**src/hdl/bus_pkg.sv**
```systemverilog
package bus_pkg;

  localparam int ADDR_W = 32;
  localparam int DATA_W = 32;
  localparam int STRB_W = DATA_W / 8;

  typedef logic [ADDR_W-1:0] addr_t;
  typedef logic [DATA_W-1:0] data_t;
  typedef logic [STRB_W-1:0] strb_t;
  typedef logic [1:0] resp_t;

  localparam resp_t RESP_OKAY   = 2'b00;
  localparam resp_t RESP_SLVERR = 2'b10;

  typedef enum logic [1:0] {
    TARGET_NONE,
    TARGET_EXT,
    TARGET_CLINT
  } target_e;

  typedef enum logic [1:0] {
    GRANT_NONE,
    GRANT_FETCH,
    GRANT_LSU
  } grant_e;

  // mtime word offsets from the clint base
  localparam addr_t MTIME_LO_OFFSET = 32'h0000_0048;
  localparam addr_t MTIME_HI_OFFSET = 32'h0000_004c;

  typedef union packed {
    logic [63:0] full;  // counter view
    struct packed {
      data_t hi;
      data_t lo;
    } words;  // bus word view
  } mtime_t;

endpackage

```
**src/hdl/clint.sv**
```systemverilog
`timescale 1ns/1ps

module clint import bus_pkg::*; (
  input  logic  clock,
  input  logic  reset,

  input  logic  arvalid,
  input  addr_t araddr,
  output logic  arready,

  output logic  rvalid,
  output data_t rdata,
  output resp_t rresp,
  input  logic  rready
);

  mtime_t mtime;
  logic   ar_fire;

  assign arready = !rvalid;  // one read at a time
  assign ar_fire = arvalid && arready;

  // free running, counts from the first cycle after reset
  always_ff @(posedge clock) begin
    if (reset) begin
      mtime.full <= '0;
    end else begin
      mtime.full <= mtime.full + 64'd1;
    end
  end

  always_ff @(posedge clock) begin
    if (reset) begin
      rvalid <= 1'b0;
    end else if (ar_fire) begin
      rvalid <= 1'b1;
    end else if (rready) begin
      rvalid <= 1'b0;
    end
  end

  // response payload
  always_ff @(posedge clock) begin
    if (ar_fire) begin
      rdata <= araddr[2] ? mtime.words.hi : mtime.words.lo;
      rresp <= RESP_OKAY;
    end
  end

endmodule

```
**src/hdl/bus_arbiter.sv**
```systemverilog
`timescale 1ns/1ps

module bus_arbiter import bus_pkg::*; #(
  parameter addr_t CLINT_BASE = 32'ha000_0000
) (
  input  logic    clock,
  input  logic    reset,

  input  logic    fetch_arvalid,
  input  addr_t   fetch_araddr,
  input  logic    lsu_arvalid,
  input  addr_t   lsu_araddr,
  input  logic    lsu_awvalid,

  input  logic    done,

  output grant_e  grant,
  output target_e target
);

  logic busy;  // low while idle

  // reads of the two mtime words stay local, the rest goes out
  function automatic target_e read_target(input addr_t addr);
    target_e sel;
    if (addr == CLINT_BASE + MTIME_LO_OFFSET ||
        addr == CLINT_BASE + MTIME_HI_OFFSET) begin
      sel = TARGET_CLINT;
    end else begin
      sel = TARGET_EXT;
    end
    return sel;
  endfunction

  always_ff @(posedge clock) begin
    if (reset) begin
      busy   <= 1'b0;
      grant  <= GRANT_NONE;
      target <= TARGET_NONE;
    end else if (!busy) begin
      // fixed priority: fetch read, lsu read, lsu write
      if (fetch_arvalid) begin
        busy   <= 1'b1;
        grant  <= GRANT_FETCH;
        target <= read_target(fetch_araddr);
      end else if (lsu_arvalid) begin
        busy   <= 1'b1;
        grant  <= GRANT_LSU;
        target <= read_target(lsu_araddr);
      end else if (lsu_awvalid) begin
        busy   <= 1'b1;
        grant  <= GRANT_LSU;
        target <= TARGET_EXT;  // clint takes no writes
      end
    end else if (done) begin
      busy   <= 1'b0;
      grant  <= GRANT_NONE;
      target <= TARGET_NONE;
    end
  end

endmodule

```
**src/hdl/bus_router.sv**
```systemverilog
`timescale 1ns/1ps

module bus_router import bus_pkg::*; (
  input  grant_e  grant,
  input  target_e target,

  // fetch unit, read only
  input  logic    fetch_arvalid,
  input  addr_t   fetch_araddr,
  output logic    fetch_arready,
  output logic    fetch_rvalid,
  output data_t   fetch_rdata,
  output resp_t   fetch_rresp,
  input  logic    fetch_rready,

  // load/store unit
  input  logic    lsu_arvalid,
  input  addr_t   lsu_araddr,
  output logic    lsu_arready,
  output logic    lsu_rvalid,
  output data_t   lsu_rdata,
  output resp_t   lsu_rresp,
  input  logic    lsu_rready,
  input  logic    lsu_awvalid,
  input  addr_t   lsu_awaddr,
  output logic    lsu_awready,
  input  logic    lsu_wvalid,
  input  data_t   lsu_wdata,
  input  strb_t   lsu_wstrb,
  output logic    lsu_wready,
  output logic    lsu_bvalid,
  output resp_t   lsu_bresp,
  input  logic    lsu_bready,

  // external port
  output logic    ext_arvalid,
  output addr_t   ext_araddr,
  input  logic    ext_arready,
  input  logic    ext_rvalid,
  input  data_t   ext_rdata,
  input  resp_t   ext_rresp,
  output logic    ext_rready,
  output logic    ext_awvalid,
  output addr_t   ext_awaddr,
  input  logic    ext_awready,
  output logic    ext_wvalid,
  output data_t   ext_wdata,
  output strb_t   ext_wstrb,
  input  logic    ext_wready,
  input  logic    ext_bvalid,
  input  resp_t   ext_bresp,
  output logic    ext_bready,

  // clint
  output logic    clint_arvalid,
  output addr_t   clint_araddr,
  input  logic    clint_arready,
  input  logic    clint_rvalid,
  input  data_t   clint_rdata,
  input  resp_t   clint_rresp,
  output logic    clint_rready,

  output logic    done
);

  logic  to_ext, to_clint, wr_sel;
  logic  sel_arvalid, sel_rready;
  addr_t sel_araddr;
  logic  tgt_arready, tgt_rvalid;
  data_t tgt_rdata;
  resp_t tgt_rresp;

  assign to_ext   = (target == TARGET_EXT);
  assign to_clint = (target == TARGET_CLINT);
  assign wr_sel   = (grant == GRANT_LSU) && to_ext;  // only the lsu writes

  // read request of the granted master
  always_comb begin
    sel_arvalid = 1'b0;
    sel_araddr  = '0;
    sel_rready  = 1'b0;
    case (grant)
      GRANT_FETCH: begin
        sel_arvalid = fetch_arvalid;
        sel_araddr  = fetch_araddr;
        sel_rready  = fetch_rready;
      end
      GRANT_LSU: begin
        sel_arvalid = lsu_arvalid;
        sel_araddr  = lsu_araddr;
        sel_rready  = lsu_rready;
      end
      default: ;
    endcase
  end

  assign ext_arvalid = to_ext && sel_arvalid;
  assign ext_araddr  = to_ext ? sel_araddr : '0;
  assign ext_rready  = to_ext && sel_rready;

  assign clint_arvalid = to_clint && sel_arvalid;
  assign clint_araddr  = to_clint ? sel_araddr : '0;
  assign clint_rready  = to_clint && sel_rready;

  assign ext_awvalid = wr_sel && lsu_awvalid;
  assign ext_awaddr  = wr_sel ? lsu_awaddr : '0;
  assign ext_wvalid  = wr_sel && lsu_wvalid;
  assign ext_wdata   = wr_sel ? lsu_wdata : '0;
  assign ext_wstrb   = wr_sel ? lsu_wstrb : '0;
  assign ext_bready  = wr_sel && lsu_bready;

  // read side of the chosen slave
  always_comb begin
    tgt_arready = 1'b0;
    tgt_rvalid  = 1'b0;
    tgt_rdata   = '0;
    tgt_rresp   = RESP_OKAY;
    if (to_ext) begin
      tgt_arready = ext_arready;
      tgt_rvalid  = ext_rvalid;
      tgt_rdata   = ext_rdata;
      tgt_rresp   = ext_rresp;
    end else if (to_clint) begin
      tgt_arready = clint_arready;
      tgt_rvalid  = clint_rvalid;
      tgt_rdata   = clint_rdata;
      tgt_rresp   = clint_rresp;
    end
  end

  assign fetch_arready = (grant == GRANT_FETCH) && tgt_arready;
  assign fetch_rvalid  = (grant == GRANT_FETCH) && tgt_rvalid;
  assign fetch_rdata   = (grant == GRANT_FETCH) ? tgt_rdata : '0;
  assign fetch_rresp   = (grant == GRANT_FETCH) ? tgt_rresp : '0;

  assign lsu_arready = (grant == GRANT_LSU) && tgt_arready;
  assign lsu_rvalid  = (grant == GRANT_LSU) && tgt_rvalid;
  assign lsu_rdata   = (grant == GRANT_LSU) ? tgt_rdata : '0;
  assign lsu_rresp   = (grant == GRANT_LSU) ? tgt_rresp : '0;

  assign lsu_awready = wr_sel && ext_awready;
  assign lsu_wready  = wr_sel && ext_wready;
  assign lsu_bvalid  = wr_sel && ext_bvalid;
  assign lsu_bresp   = wr_sel ? ext_bresp : '0;

  // the lsu keeps one request up at a time, so R and B never overlap
  assign done = (tgt_rvalid && sel_rready) || (lsu_bvalid && lsu_bready);

endmodule

```
**src/hdl/soc_bus_top.sv**
```systemverilog
`timescale 1ns/1ps

module soc_bus_top import bus_pkg::*; #(
  parameter addr_t CLINT_BASE = 32'ha000_0000
) (
  input  logic  clock,
  input  logic  reset,

  input  logic  fetch_arvalid,
  input  addr_t fetch_araddr,
  output logic  fetch_arready,
  output logic  fetch_rvalid,
  output data_t fetch_rdata,
  output resp_t fetch_rresp,
  input  logic  fetch_rready,

  input  logic  lsu_arvalid,
  input  addr_t lsu_araddr,
  output logic  lsu_arready,
  output logic  lsu_rvalid,
  output data_t lsu_rdata,
  output resp_t lsu_rresp,
  input  logic  lsu_rready,
  input  logic  lsu_awvalid,
  input  addr_t lsu_awaddr,
  output logic  lsu_awready,
  input  logic  lsu_wvalid,
  input  data_t lsu_wdata,
  input  strb_t lsu_wstrb,
  output logic  lsu_wready,
  output logic  lsu_bvalid,
  output resp_t lsu_bresp,
  input  logic  lsu_bready,

  output logic  ext_arvalid,
  output addr_t ext_araddr,
  input  logic  ext_arready,
  input  logic  ext_rvalid,
  input  data_t ext_rdata,
  input  resp_t ext_rresp,
  output logic  ext_rready,
  output logic  ext_awvalid,
  output addr_t ext_awaddr,
  input  logic  ext_awready,
  output logic  ext_wvalid,
  output data_t ext_wdata,
  output strb_t ext_wstrb,
  input  logic  ext_wready,
  input  logic  ext_bvalid,
  input  resp_t ext_bresp,
  output logic  ext_bready
);

  grant_e  grant;
  target_e target;
  logic    done;

  logic    clint_arvalid, clint_arready;
  addr_t   clint_araddr;
  logic    clint_rvalid, clint_rready;
  data_t   clint_rdata;
  resp_t   clint_rresp;

  bus_arbiter #(
    .CLINT_BASE(CLINT_BASE)
  ) u_arbiter (
    .clock         (clock),
    .reset         (reset),
    .fetch_arvalid (fetch_arvalid),
    .fetch_araddr  (fetch_araddr),
    .lsu_arvalid   (lsu_arvalid),
    .lsu_araddr    (lsu_araddr),
    .lsu_awvalid   (lsu_awvalid),
    .done          (done),
    .grant         (grant),
    .target        (target)
  );

  bus_router u_router (
    .grant(grant), .target(target),
    .fetch_arvalid(fetch_arvalid), .fetch_araddr(fetch_araddr),
    .fetch_arready(fetch_arready), .fetch_rvalid(fetch_rvalid),
    .fetch_rdata(fetch_rdata), .fetch_rresp(fetch_rresp),
    .fetch_rready(fetch_rready),
    .lsu_arvalid(lsu_arvalid), .lsu_araddr(lsu_araddr), .lsu_arready(lsu_arready),
    .lsu_rvalid(lsu_rvalid), .lsu_rdata(lsu_rdata), .lsu_rresp(lsu_rresp),
    .lsu_rready(lsu_rready),
    .lsu_awvalid(lsu_awvalid), .lsu_awaddr(lsu_awaddr), .lsu_awready(lsu_awready),
    .lsu_wvalid(lsu_wvalid), .lsu_wdata(lsu_wdata), .lsu_wstrb(lsu_wstrb),
    .lsu_wready(lsu_wready),
    .lsu_bvalid(lsu_bvalid), .lsu_bresp(lsu_bresp), .lsu_bready(lsu_bready),
    .ext_arvalid(ext_arvalid), .ext_araddr(ext_araddr), .ext_arready(ext_arready),
    .ext_rvalid(ext_rvalid), .ext_rdata(ext_rdata), .ext_rresp(ext_rresp),
    .ext_rready(ext_rready),
    .ext_awvalid(ext_awvalid), .ext_awaddr(ext_awaddr), .ext_awready(ext_awready),
    .ext_wvalid(ext_wvalid), .ext_wdata(ext_wdata), .ext_wstrb(ext_wstrb),
    .ext_wready(ext_wready),
    .ext_bvalid(ext_bvalid), .ext_bresp(ext_bresp), .ext_bready(ext_bready),
    .clint_arvalid(clint_arvalid), .clint_araddr(clint_araddr),
    .clint_arready(clint_arready), .clint_rvalid(clint_rvalid),
    .clint_rdata(clint_rdata), .clint_rresp(clint_rresp),
    .clint_rready(clint_rready),
    .done(done)
  );

  // local mtime, read only
  clint u_clint (
    .clock   (clock),
    .reset   (reset),
    .arvalid (clint_arvalid),
    .araddr  (clint_araddr),
    .arready (clint_arready),
    .rvalid  (clint_rvalid),
    .rdata   (clint_rdata),
    .rresp   (clint_rresp),
    .rready  (clint_rready)
  );

endmodule

```
**config.mk**
```make
export PLATFORM = sky130hd
export DESIGN_NAME = soc_bus_top
export DESIGN_NICKNAME = d
export VERILOG_FILES = /design/src/hdl/bus_pkg.sv /design/src/hdl/clint.sv /design/src/hdl/bus_arbiter.sv /design/src/hdl/bus_router.sv /design/src/hdl/soc_bus_top.sv
export SDC_FILE = /design/constraint.sdc
export NUM_CORES = 1
export LEC_CHECK = 0
export BUFFER_PORTS_ARGS = -buffer_cell sky130_fd_sc_hd__buf_4
export CAP_MARGIN = 5
export CORE_AREA = 2 2 140 142
export DETAILED_ROUTE_END_ITERATION = 10
export DIE_AREA = 0 0 142 144
export GPL_ROUTABILITY_DRIVEN = 0
export PLACE_DENSITY = 0.66
export SKIP_CTS_REPAIR_TIMING = 1
export SYNTH_ARGS = -nofsm -noshare
export SYNTH_HDL_FRONTEND = slang
export SYNTH_SLANG_ARGS = --single-unit
```
**constraint.sdc**
```tcl
create_clock -name clock -period 4.2 [get_ports clock]
set_input_delay 0.63 -clock clock [delete_from_list [all_inputs] [get_ports clock]]
set_output_delay 0.63 -clock clock [all_outputs]
set_load 0.02 [all_outputs]
```
==> flow_metrics.py, run 1 <==
metrics = {
    "detailed_routing": {
        "drtIter0Drc": 735,
        "drc": 0,
        "firstDrtPassIters": 5,
        "viasPerCell": 5.555,
        "routedWlPerCell_microns": 22.62,
        "totalWireLength_microns": 30690,
        "vias": 7538,
        "antenna_left": 0,
    },
    "sta": {
        "fin_setup_tns_ns": 0,
        "hold_viol_final": 0,
        "fin_crit_ns": 2.939,
        "tightest_slew_ns": 0.7528,
        "whs_ns": 0.4971,
        "clock-skew-final_ns": 0.009632,
        "maxSlewHeadroom": 0.4981,
        "drv_slew": 0,
        "fin_crit_sh": 0.6998,
        "rsz0062_at_grt": "no",
        "fmax_mhz": 340.2,
        "setup_viol": 0,
    },
    "cts": {
        "cts-htree-levels": 3,
        "clkTransAtPathRegs_ns": 0.07,
        "clkLatencyLatePin_ns": 0.35,
        "cts_buffers": 9,
        "cts_tree": "yes",
        "cts_root_buf": "clkbuf_16",
        "clock_sinks": 102,
        "ctsLongestPathBuffers": 2,
    },
    "yosys": {
        "ys_async_sr_fraction": 0,
        "synth_cell_types": 47,
        "netlist_top_cells_count": "and3_1, nor2_1, dfxtp_1, and2_1, clkbuf_1",
        "seq_area_frac_synth": 0.3507,
        "synth_top_area_cell": "dfxtp_1",
        "synthesis.area_sq_um": 6735,
        "synth_nets": 974,
        "syn-mean-instance-area_sq_um": 8.536,
        "yosysTopAreaCellShare": 0.2081,
        "yosys_warnings": 0,
        "synth-seq-cells": 102,
        "synth.area.top_cells": "dfxtp_1, edfxtp_1, and3_1",
        "synthFlopType": "dfxtp_1",
        "netlist_instances": 789,
        "synth_edf_count": 32,
    },
    "global_route": {
        "antenna_found_initial": 3,
        "grt_max_degree": 94,
        "grt.total_usage": 0.2815,
        "grt_pass1_vias": 6774,
        "grt_first_pass_wirelength_microns": 42750,
        "grt_overflow": 0,
    },
    "floorplanning": {
        "core-area_sq_um": 19080,
        "rows": 51,
        "fp.dieW_microns": 142,
        "io_pins": 364,
        "fp.dieH_microns": 144,
        "start_util": 0.3530,
        "die-area_sq_um": 20450,
    },
    "pwr": {
        "cellPowerDensity_nw_per_um2": 236.2,
        "p_total_mw": 2.350,
        "ir_drop_mv": 0.1692,
        "leakagePower_nw": 4.502,
    },
    "worst_setup_path": {
        "worstSetupEndpointType": "output pin",
        "cp_max_fo": 93,
        "endpoint": "lsu_rdata[11]",
        "start_kind": "flip-flop",
        "crit_path_start": "u_arbiter.target[0]",
        "r2r-end": "u_clint.rdata[13]",
        "rr_worst_depth": 6,
        "rrSetupSlack_ns": 1.64,
        "r2r-start": "u_arbiter.grant[0]",
        "worst-setup-path-type": "flip-flop to output pin",
        "cp.required_ns": 3.57,
        "cp.arrival_ns": 2.31,
    },
    "layout": {
        "fillCellCount": 1829,
        "diodes": 0,
        "drive_gt1_frac": 0.3995,
        "nNetsFinal": 1299,
        "syn_to_final_growth_pct": 47.71,
    },
    "place": {
        "hpwl_microns": 24530,
        "io_buffer_count": 363,
    },
    "run_status": {
        "status": "completed",
    },
    "job": {
        "cap_violations": 0,
    },
    "min_path": {
        "min_path_type": "flip-flop to flip-flop",
    },
}
[report_power, final]
group	total (mW)	internal [mW]	leakage (nW)	switching, mW
sequential	1.02	1.02	0.861	0.00904
combinational	0.479	0.224	3.49	0.255
clock	0.846	0.480	0.146	0.366
[worst max-delay path, cell delays in order, from the launching register on]
cell and delay, ns:
dfxtp_1 0.45, nor2b_4 0.53, buf_12 0.37, a22o_1 0.26, and2_1 0.15, buf_4 0.14
[layer usage]
metal	track usage	part of all wire	routed length, microns
met2	0.4312	0.46	13990
met1	0.3936	0.43	13060
met4	0.08579	0.022	663
met3	0.06589	0.097	2966
met5	0	0.00042	13
[logic make-up after synthesis]
family                     share of synthesized area
and+or+nand+nor                               0.3699
AOI/OAI and AO/OA                             0.1455
DFF                                           0.3507
buffers and inverters                        0.03920
xor gates and xnor gates                     0.03901
muxes                                        0.05016
adders and majority gates                   0.005574
[registers in the layout (all words and copies together), names as in the netlist]
signal / flops
u_arbiter.target: 2
u_arbiter.busy: 1
u_clint.rdata: 32
u_clint.mtime: 64
u_clint.rvalid: 1
u_arbiter.grant: 2
[final cells by class]
class                      instances  area, sq um  area share
clock inverter                     5        57.56    0.005785
timing repair buffer             372         2805      0.2820
inverter                          11        41.29    0.004150
tap                              238        297.8     0.02993
clock buffer                      11        242.7     0.02440
sequential                       102         2362      0.2375
multi-input combinational        618         4141      0.4163
[worst min path at each step]
stage               slack [ns]         startpoint                end  depth (start not counted)
floorplan                 0.45   u_clint.mtime[0]   u_clint.mtime[0]                          1
CTS                       0.50  u_clint.mtime[61]  u_clint.mtime[61]                          2
detailed placement        0.49  u_clint.mtime[61]  u_clint.mtime[61]                          2
finish                    0.50  u_clint.mtime[61]  u_clint.mtime[61]                          2
global placement          0.47  u_clint.mtime[61]  u_clint.mtime[61]                          2
global route              0.52  u_clint.mtime[61]  u_clint.mtime[61]                          2
[cells in the final DEF (no fill, tap or decap), types with 16 or more instances in the layout]
master,count
buf_4,371
a21oi_1,36
or3_1,18
edfxtp_1,32
nand3_1,23
nand2_1,28
a22oi_1,34
and2_1,68
nor2_1,83
or4_1,16
o21ai_0,24
nand4_1,23
mux2_2,30
a22o_1,33
and3_1,83
dfxtp_1,70
xor2_1,23
[stage by stage]
| step | utilization | instances | setup WS, ns | area (sq um) |
|---|---|---|---|---|
| 6_report | 0.5214 | 1357 | 1.261 | 9948 |
| 5_1_grt | 0.5214 | 1357 | 1.120 | 9948 |
| 4_1_cts | 0.5214 | 1357 | 1.297 | 9948 |
| 3_5_place_dp | 0.5057 | 1341 | 1.638 | 9648 |
| 3_3_place_gp | 0.5057 | 1341 | 1.673 | 9648 |
| 2_1_floorplan | - | 789 | 0.3347 | 6735 |
(Power assumes the default switching activity.)
==> run 2: changes to the inputs <==
Clock period 4.2 ns to 2.8 ns, I/O delays scaled along.
==> run 2 against run 1 <==
Against the previous run: register-to-register slack got worse by 1.2 ns; clock power rose by 38%; setup slack got worse by 1.1 ns; clock skew fell by 0.00079 ns; core utilization rose by 0.21 points; cell area rose by 0.40%; final cell count rose by 0.66%; sequential power rose by 51%; critical endpoint is now ext_araddr[22]; highest routed layer unchanged.
==> flow_metrics.py, run 2 (synthesis gave the netlist of run 1 again) <==
metrics = {
    "run_status": {
        "status": "completed",
    },
    "worst_setup_path": {
        "start_kind": "flip-flop",
        "crit_path_start": "u_arbiter.grant[1]",
        "worst-setup-path-type": "flip-flop to output pin",
        "critPathMostFrequentCell": "buf_4",
        "cp.arrival_ns": 2.19,
        "r2r-start": "u_clint.mtime[0]",
        "r2r-end": "u_clint.mtime[60]",
        "rr_worst_depth": 6,
        "path_cells": "inv_1, ha_2, buf_4, a22oi_1, nor2_1, buf_4",
        "slowest_stage": "buf_4",
        "critPathMaxStageDelay_ns": 0.49,
        "cp_max_fo": 50,
        "cp.required_ns": 2.38,
        "rrSetupSlack_ns": 0.49,
        "worstSetupEndpointType": "output pin",
    },
    "sta": {
        "fin_crit_ns": 2.610,
        "fin_setup_tns_ns": 0,
        "maxSlewHeadroom": 0.4891,
        "clock-skew-final_ns": 0.008845,
        "tightest_slew_ns": 0.7664,
        "fin_ws_ns": 0.1896,
        "rsz0062_at_grt": "no",
        "hold_viol_final": 0,
        "drv_slew": 0,
        "fin_crit_sh": 0.9323,
        "setup_viol": 0,
        "fmax_mhz": 383.1,
    },
    "min_path": {
        "hold_end": "u_arbiter.grant[0]",
        "worstHoldStart": "fetch_arvalid",
        "whs_path_depth": 3,
        "min_path_type": "primary input to flip-flop",
    },
    "layout": {
        "largest_reg_flops": 64,
        "layout_common_cells": "buf_4, nor2_1, and3_1",
        "multiInputGateArea_sq_um": 4148,
        "seq_area_sq_um": 2362,
        "nNetsFinal": 1302,
        "reg_top3": "u_clint.mtime (64), u_clint.rdata (32)",
        "fillCellCount": 1823,
        "regMostFlops": "u_clint.mtime",
        "syn_to_final_growth_pct": 48.30,
        "drive_gt1_frac": 0.4002,
        "fin_util": 0.5235,
        "layout_commonest_cell": "buf_4",
    },
    "cts": {
        "cts_tree": "yes",
        "cts_root_buf": "clkbuf_16",
        "cts_buffers": 9,
        "clkTransAtPathRegs_ns": 0.07,
        "ctsLongestPathBuffers": 2,
        "clock_sinks": 102,
        "clkLatencyLatePin_ns": 0.35,
        "cts-htree-levels": 3,
    },
    "floorplanning": {
        "fp.dieW_microns": 142,
        "core-area_sq_um": 19080,
        "io_pins": 364,
        "fp.dieH_microns": 144,
        "rows": 51,
        "die-area_sq_um": 20450,
        "start_util": 0.3530,
    },
    "detailed_routing": {
        "viasPerCell": 5.566,
        "antenna_left": 0,
        "vias": 7603,
        "drtIter0Drc": 691,
        "drc": 0,
        "totalWireLength_microns": 29520,
        "firstDrtPassIters": 7,
        "routedWlPerCell_microns": 21.61,
    },
    "global_route": {
        "grt_first_pass_wirelength_microns": 41120,
        "grt_overflow": 0,
        "grt.total_usage": 0.2674,
        "antenna_found_initial": 6,
        "grt_pass1_vias": 6803,
        "grt_max_degree": 95,
    },
    "pwr": {
        "leakagePower_nw": 4.508,
        "cellPowerDensity_nw_per_um2": 342.1,
        "ir_drop_mv": 0.2963,
    },
    "job": {
        "cap_violations": 0,
    },
    "place": {
        "io_buffer_count": 363,
        "pre_cts_slack_ns": 0.5588,
        "hpwl_microns": 23600,
    },
}
## run 2: worst max-delay path: cells and delay by family, from the launching register on
family	cells	cell delay, ns
buf+inv	3	0.72
fa+ha+maj	1	0.41
flops	1	0.35
compound gates	1	0.21
simple gates	1	0.14
## run 2: how the worst max path moves through the flow
stage	to	cells past startpoint
2_1_floorplan	u_clint.rdata[0]	4
3_3_place_gp	ext_araddr[22]	6
3_5_place_dp	u_clint.mtime[60]	6
4_1_cts	ext_araddr[22]	6
5_1_grt	ext_araddr[27]	6
6_report	ext_araddr[22]	6
## run 2: stage by stage
step	instance area, sq um	hold slack [ns]	std cells	total power, mW
finish	9988	0.3955	1366	3.417
global placement	9702	0.4686	1344	2.269
floorplan	6740	0.4489	789	1.869
detailed placement	9702	0.4812	1344	2.269
global route	9981	0.4065	1363	3.539
CTS	9973	0.3884	1360	3.435
## run 2: layout make-up
type                            count  area share
Timing Repair Buffer              375      0.2856
Sequential cell                   102      0.2365
Inverter                           11    0.004134
Antenna cell                        6    0.001503
Multi-Input combinational cell    618      0.4153
Clock buffer                        9     0.02255
Tap cell                          238     0.02981
Clock inverter                      7    0.004635
## run 2: power by group
group | internal [mW] | leakage (nW) | switching [mW]
sequential | 1.52 | 0.861 | 0.0123
combinational | 0.337 | 3.52 | 0.372
clock | 0.605 | 0.132 | 0.568
total | 2.47 | 4.51 | 0.952
## run 2: layer usage
metal,track usage,part of all wire,up-vias
met4,0.06632,0.013,2
met3,0.07550,0.097,25
met1,0.3680,0.43,3664
met2,0.4147,0.46,319
met5,0,0.00044,-
li1,-,-,3593
==> run 3: changes to the inputs <==
Settings changed: GPL_ROUTABILITY_DRIVEN 0 to default, PLACE_DENSITY 0.66 to 0.65, SLEW_MARGIN from default to 20.
==> run 3 against run 2 <==
Against the previous run: first-iteration DRC count shrank 5.1%; setup slack improved by 0.12 ns; combinational power grew 2%; global-route usage increased by 2.0 points; non-clock buffer count grew 4; sequential cell count is the same; critical endpoint is now lsu_rdata[31]; largest cell class unchanged; largest power group unchanged.
==> flow_metrics.py, run 3 (synthesis gave the netlist of run 1 again) <==
metrics = {
    "global_route": {
        "use_met2": 0.4439,
        "grt_overflow": 0,
        "grt_first_pass_wirelength_microns": 43460,
        "grt.total_usage": 0.2877,
        "busiest_layer": "met2",
        "grt_max_degree": 91,
        "met3_usage": 0.06159,
        "antenna_found_initial": 8,
        "grt_pass1_vias": 7091,
        "met1_usage": 0.3979,
    },
    "detailed_routing": {
        "drtIter0Drc": 656,
        "viasPerCell": 5.580,
        "firstDrtPassIters": 5,
        "vias": 7622,
        "totalWireLength_microns": 31050,
        "drc": 0,
        "antenna_left": 0,
        "routedWlPerCell_microns": 22.73,
    },
    "sta": {
        "fin_crit_ns": 2.487,
        "fin_crit_sh": 0.8883,
        "maxSlewHeadroom": 0.4791,
        "fmax_mhz": 402.1,
        "fin_setup_tns_ns": 0,
        "hold_viol_final": 0,
        "clock-skew-final_ns": 0.01212,
        "setup_viol": 0,
        "drv_slew": 0,
        "rsz0062_at_grt": "no",
        "tightest_slew_ns": 0.7814,
    },
    "job": {
        "cap_violations": 0,
    },
    "cts": {
        "clock_sinks": 102,
        "cts_buffers": 9,
        "cts_tree": "yes",
        "cts-htree-levels": 3,
        "ctsLongestPathBuffers": 2,
        "clkLatencyLatePin_ns": 0.36,
        "cts_root_buf": "clkbuf_16",
        "clkTransAtPathRegs_ns": 0.07,
    },
    "floorplanning": {
        "fp.dieW_microns": 142,
        "io_pins": 364,
        "die-area_sq_um": 20450,
        "core-area_sq_um": 19080,
        "start_util": 0.3530,
        "rows": 51,
        "fp.dieH_microns": 144,
    },
    "pwr": {
        "ir_drop_mv": 0.2683,
        "leakagePower_nw": 4.529,
        "p_seq_frac": 0.448,
        "p_clk_frac": 0.342,
        "p_comb_frac": 0.211,
        "switchingPower_uw": 956.4,
        "swShare": 0.2791,
        "cellPowerDensity_nw_per_um2": 342.5,
        "intPower_mw": 2.470,
    },
    "layout": {
        "fillCellCount": 1859,
        "layout_common_cells": "buf_4, nor2_1, and3_1",
        "regMostFlops": "u_clint.mtime",
        "drive_gt1_frac": 0.4023,
        "layout_commonest_cell": "buf_4",
        "nNetsFinal": 1306,
        "largest_reg_flops": 64,
        "reg_top3": "u_clint.mtime (64), u_clint.rdata (32)",
        "finish.cell_count_without_fillers": 1366,
        "syn_to_final_growth_pct": 48.54,
    },
    "run_status": {
        "status": "completed",
    },
    "worst_setup_path": {
        "start_kind": "flip-flop",
        "worst-setup-path-type": "flip-flop to output pin",
        "r2r-end": "u_clint.mtime[61]",
        "r2r-start": "u_clint.mtime[15]",
        "rr_worst_depth": 5,
        "cp.arrival_ns": 2.07,
        "worstSetupEndpointType": "output pin",
        "rrSetupSlack_ns": 0.39,
        "cp_max_fo": 19,
        "crit_path_start": "u_arbiter.target[0]",
        "endpoint": "lsu_rdata[31]",
        "cp.required_ns": 2.38,
    },
    "place": {
        "hpwl_microns": 25450,
        "routabilityCongestion": 0.8989,
        "dp_cells": 1348,
        "io_buffer_count": 363,
    },
    "min_path": {
        "min_path_type": "primary input to flip-flop",
    },
}
run 3: final cells by class:
| type | count | area (sq um) | area share |
|---|---|---|---|
| Clock buffer | 11 | 232.7 | 0.02326 |
| Tap cell | 238 | 297.8 | 0.02976 |
| Antenna cell | 2 | 5.005 | 0.0005002 |
| Clock inverter | 5 | 35.03 | 0.003502 |
| Multi-Input combinational cell | 618 | 4148 | 0.4146 |
| Inverter | 11 | 41.29 | 0.004127 |
| Timing Repair Buffer | 379 | 2883 | 0.2881 |
| Sequential cell | 102 | 2362 | 0.2361 |
run 3: worst min path at each step:
stage	endpoint	start	cells after the start
floorplan	u_clint.mtime[0]	u_clint.mtime[0]	1
global placement	u_clint.mtime[0]	u_clint.mtime[0]	1
detailed placement	u_clint.mtime[0]	u_clint.mtime[0]	1
CTS	u_arbiter.grant[0]	fetch_arvalid	3
global route	u_arbiter.grant[0]	fetch_arvalid	3
finish	u_arbiter.grant[0]	fetch_arvalid	3
run 3: metrics by stage:
| step | setup slack, ns | total power, mW | area, sq um | utilization | hold slack, ns |
|---|---|---|---|---|---|
| 5_1_grt | 0.2327 | 3.557 | 10000 | 0.5244 | 0.3703 |
| 6_report | 0.3128 | 3.427 | 10000 | 0.5244 | 0.3740 |
| 3_5_place_dp | 0.4154 | 2.279 | 9732 | 0.5101 | 0.4855 |
| 4_1_cts | 0.3477 | 3.443 | 10000 | 0.5241 | 0.3589 |
| 2_1_floorplan | 0.09546 | 1.869 | 6740 | - | 0.4489 |
| 3_3_place_gp | 0.4968 | 2.278 | 9732 | 0.5101 | 0.4696 |
run 3: per-layer routing:
layer | routed length [microns] | up-vias
li1 | - | 3588
met1 | 13120 | 3676
met2 | 14470 | 322
met3 | 2690 | 36
met4 | 765 | 0
met5 | 0 | -
run 3: power groups by stage:
stage | Combinational (mW) | Sequential, mW | Clock (mW)
after floorplan | 0.304 | 1.56 | 0
after global placement | 0.711 | 1.57 | 0
after detailed placement | 0.710 | 1.57 | 0
after CTS | 0.712 | 1.53 | 1.20
after global routing | 0.763 | 1.54 | 1.26
final | 0.721 | 1.53 | 1.17
run 3: critical path, stage by stage, from the launching register on:
cell,delay [ns]
dfxtp_1,0.45
nor2b_4,0.29
buf_4,0.28
a22o_1,0.26
and2_1,0.25
buf_4,0.18
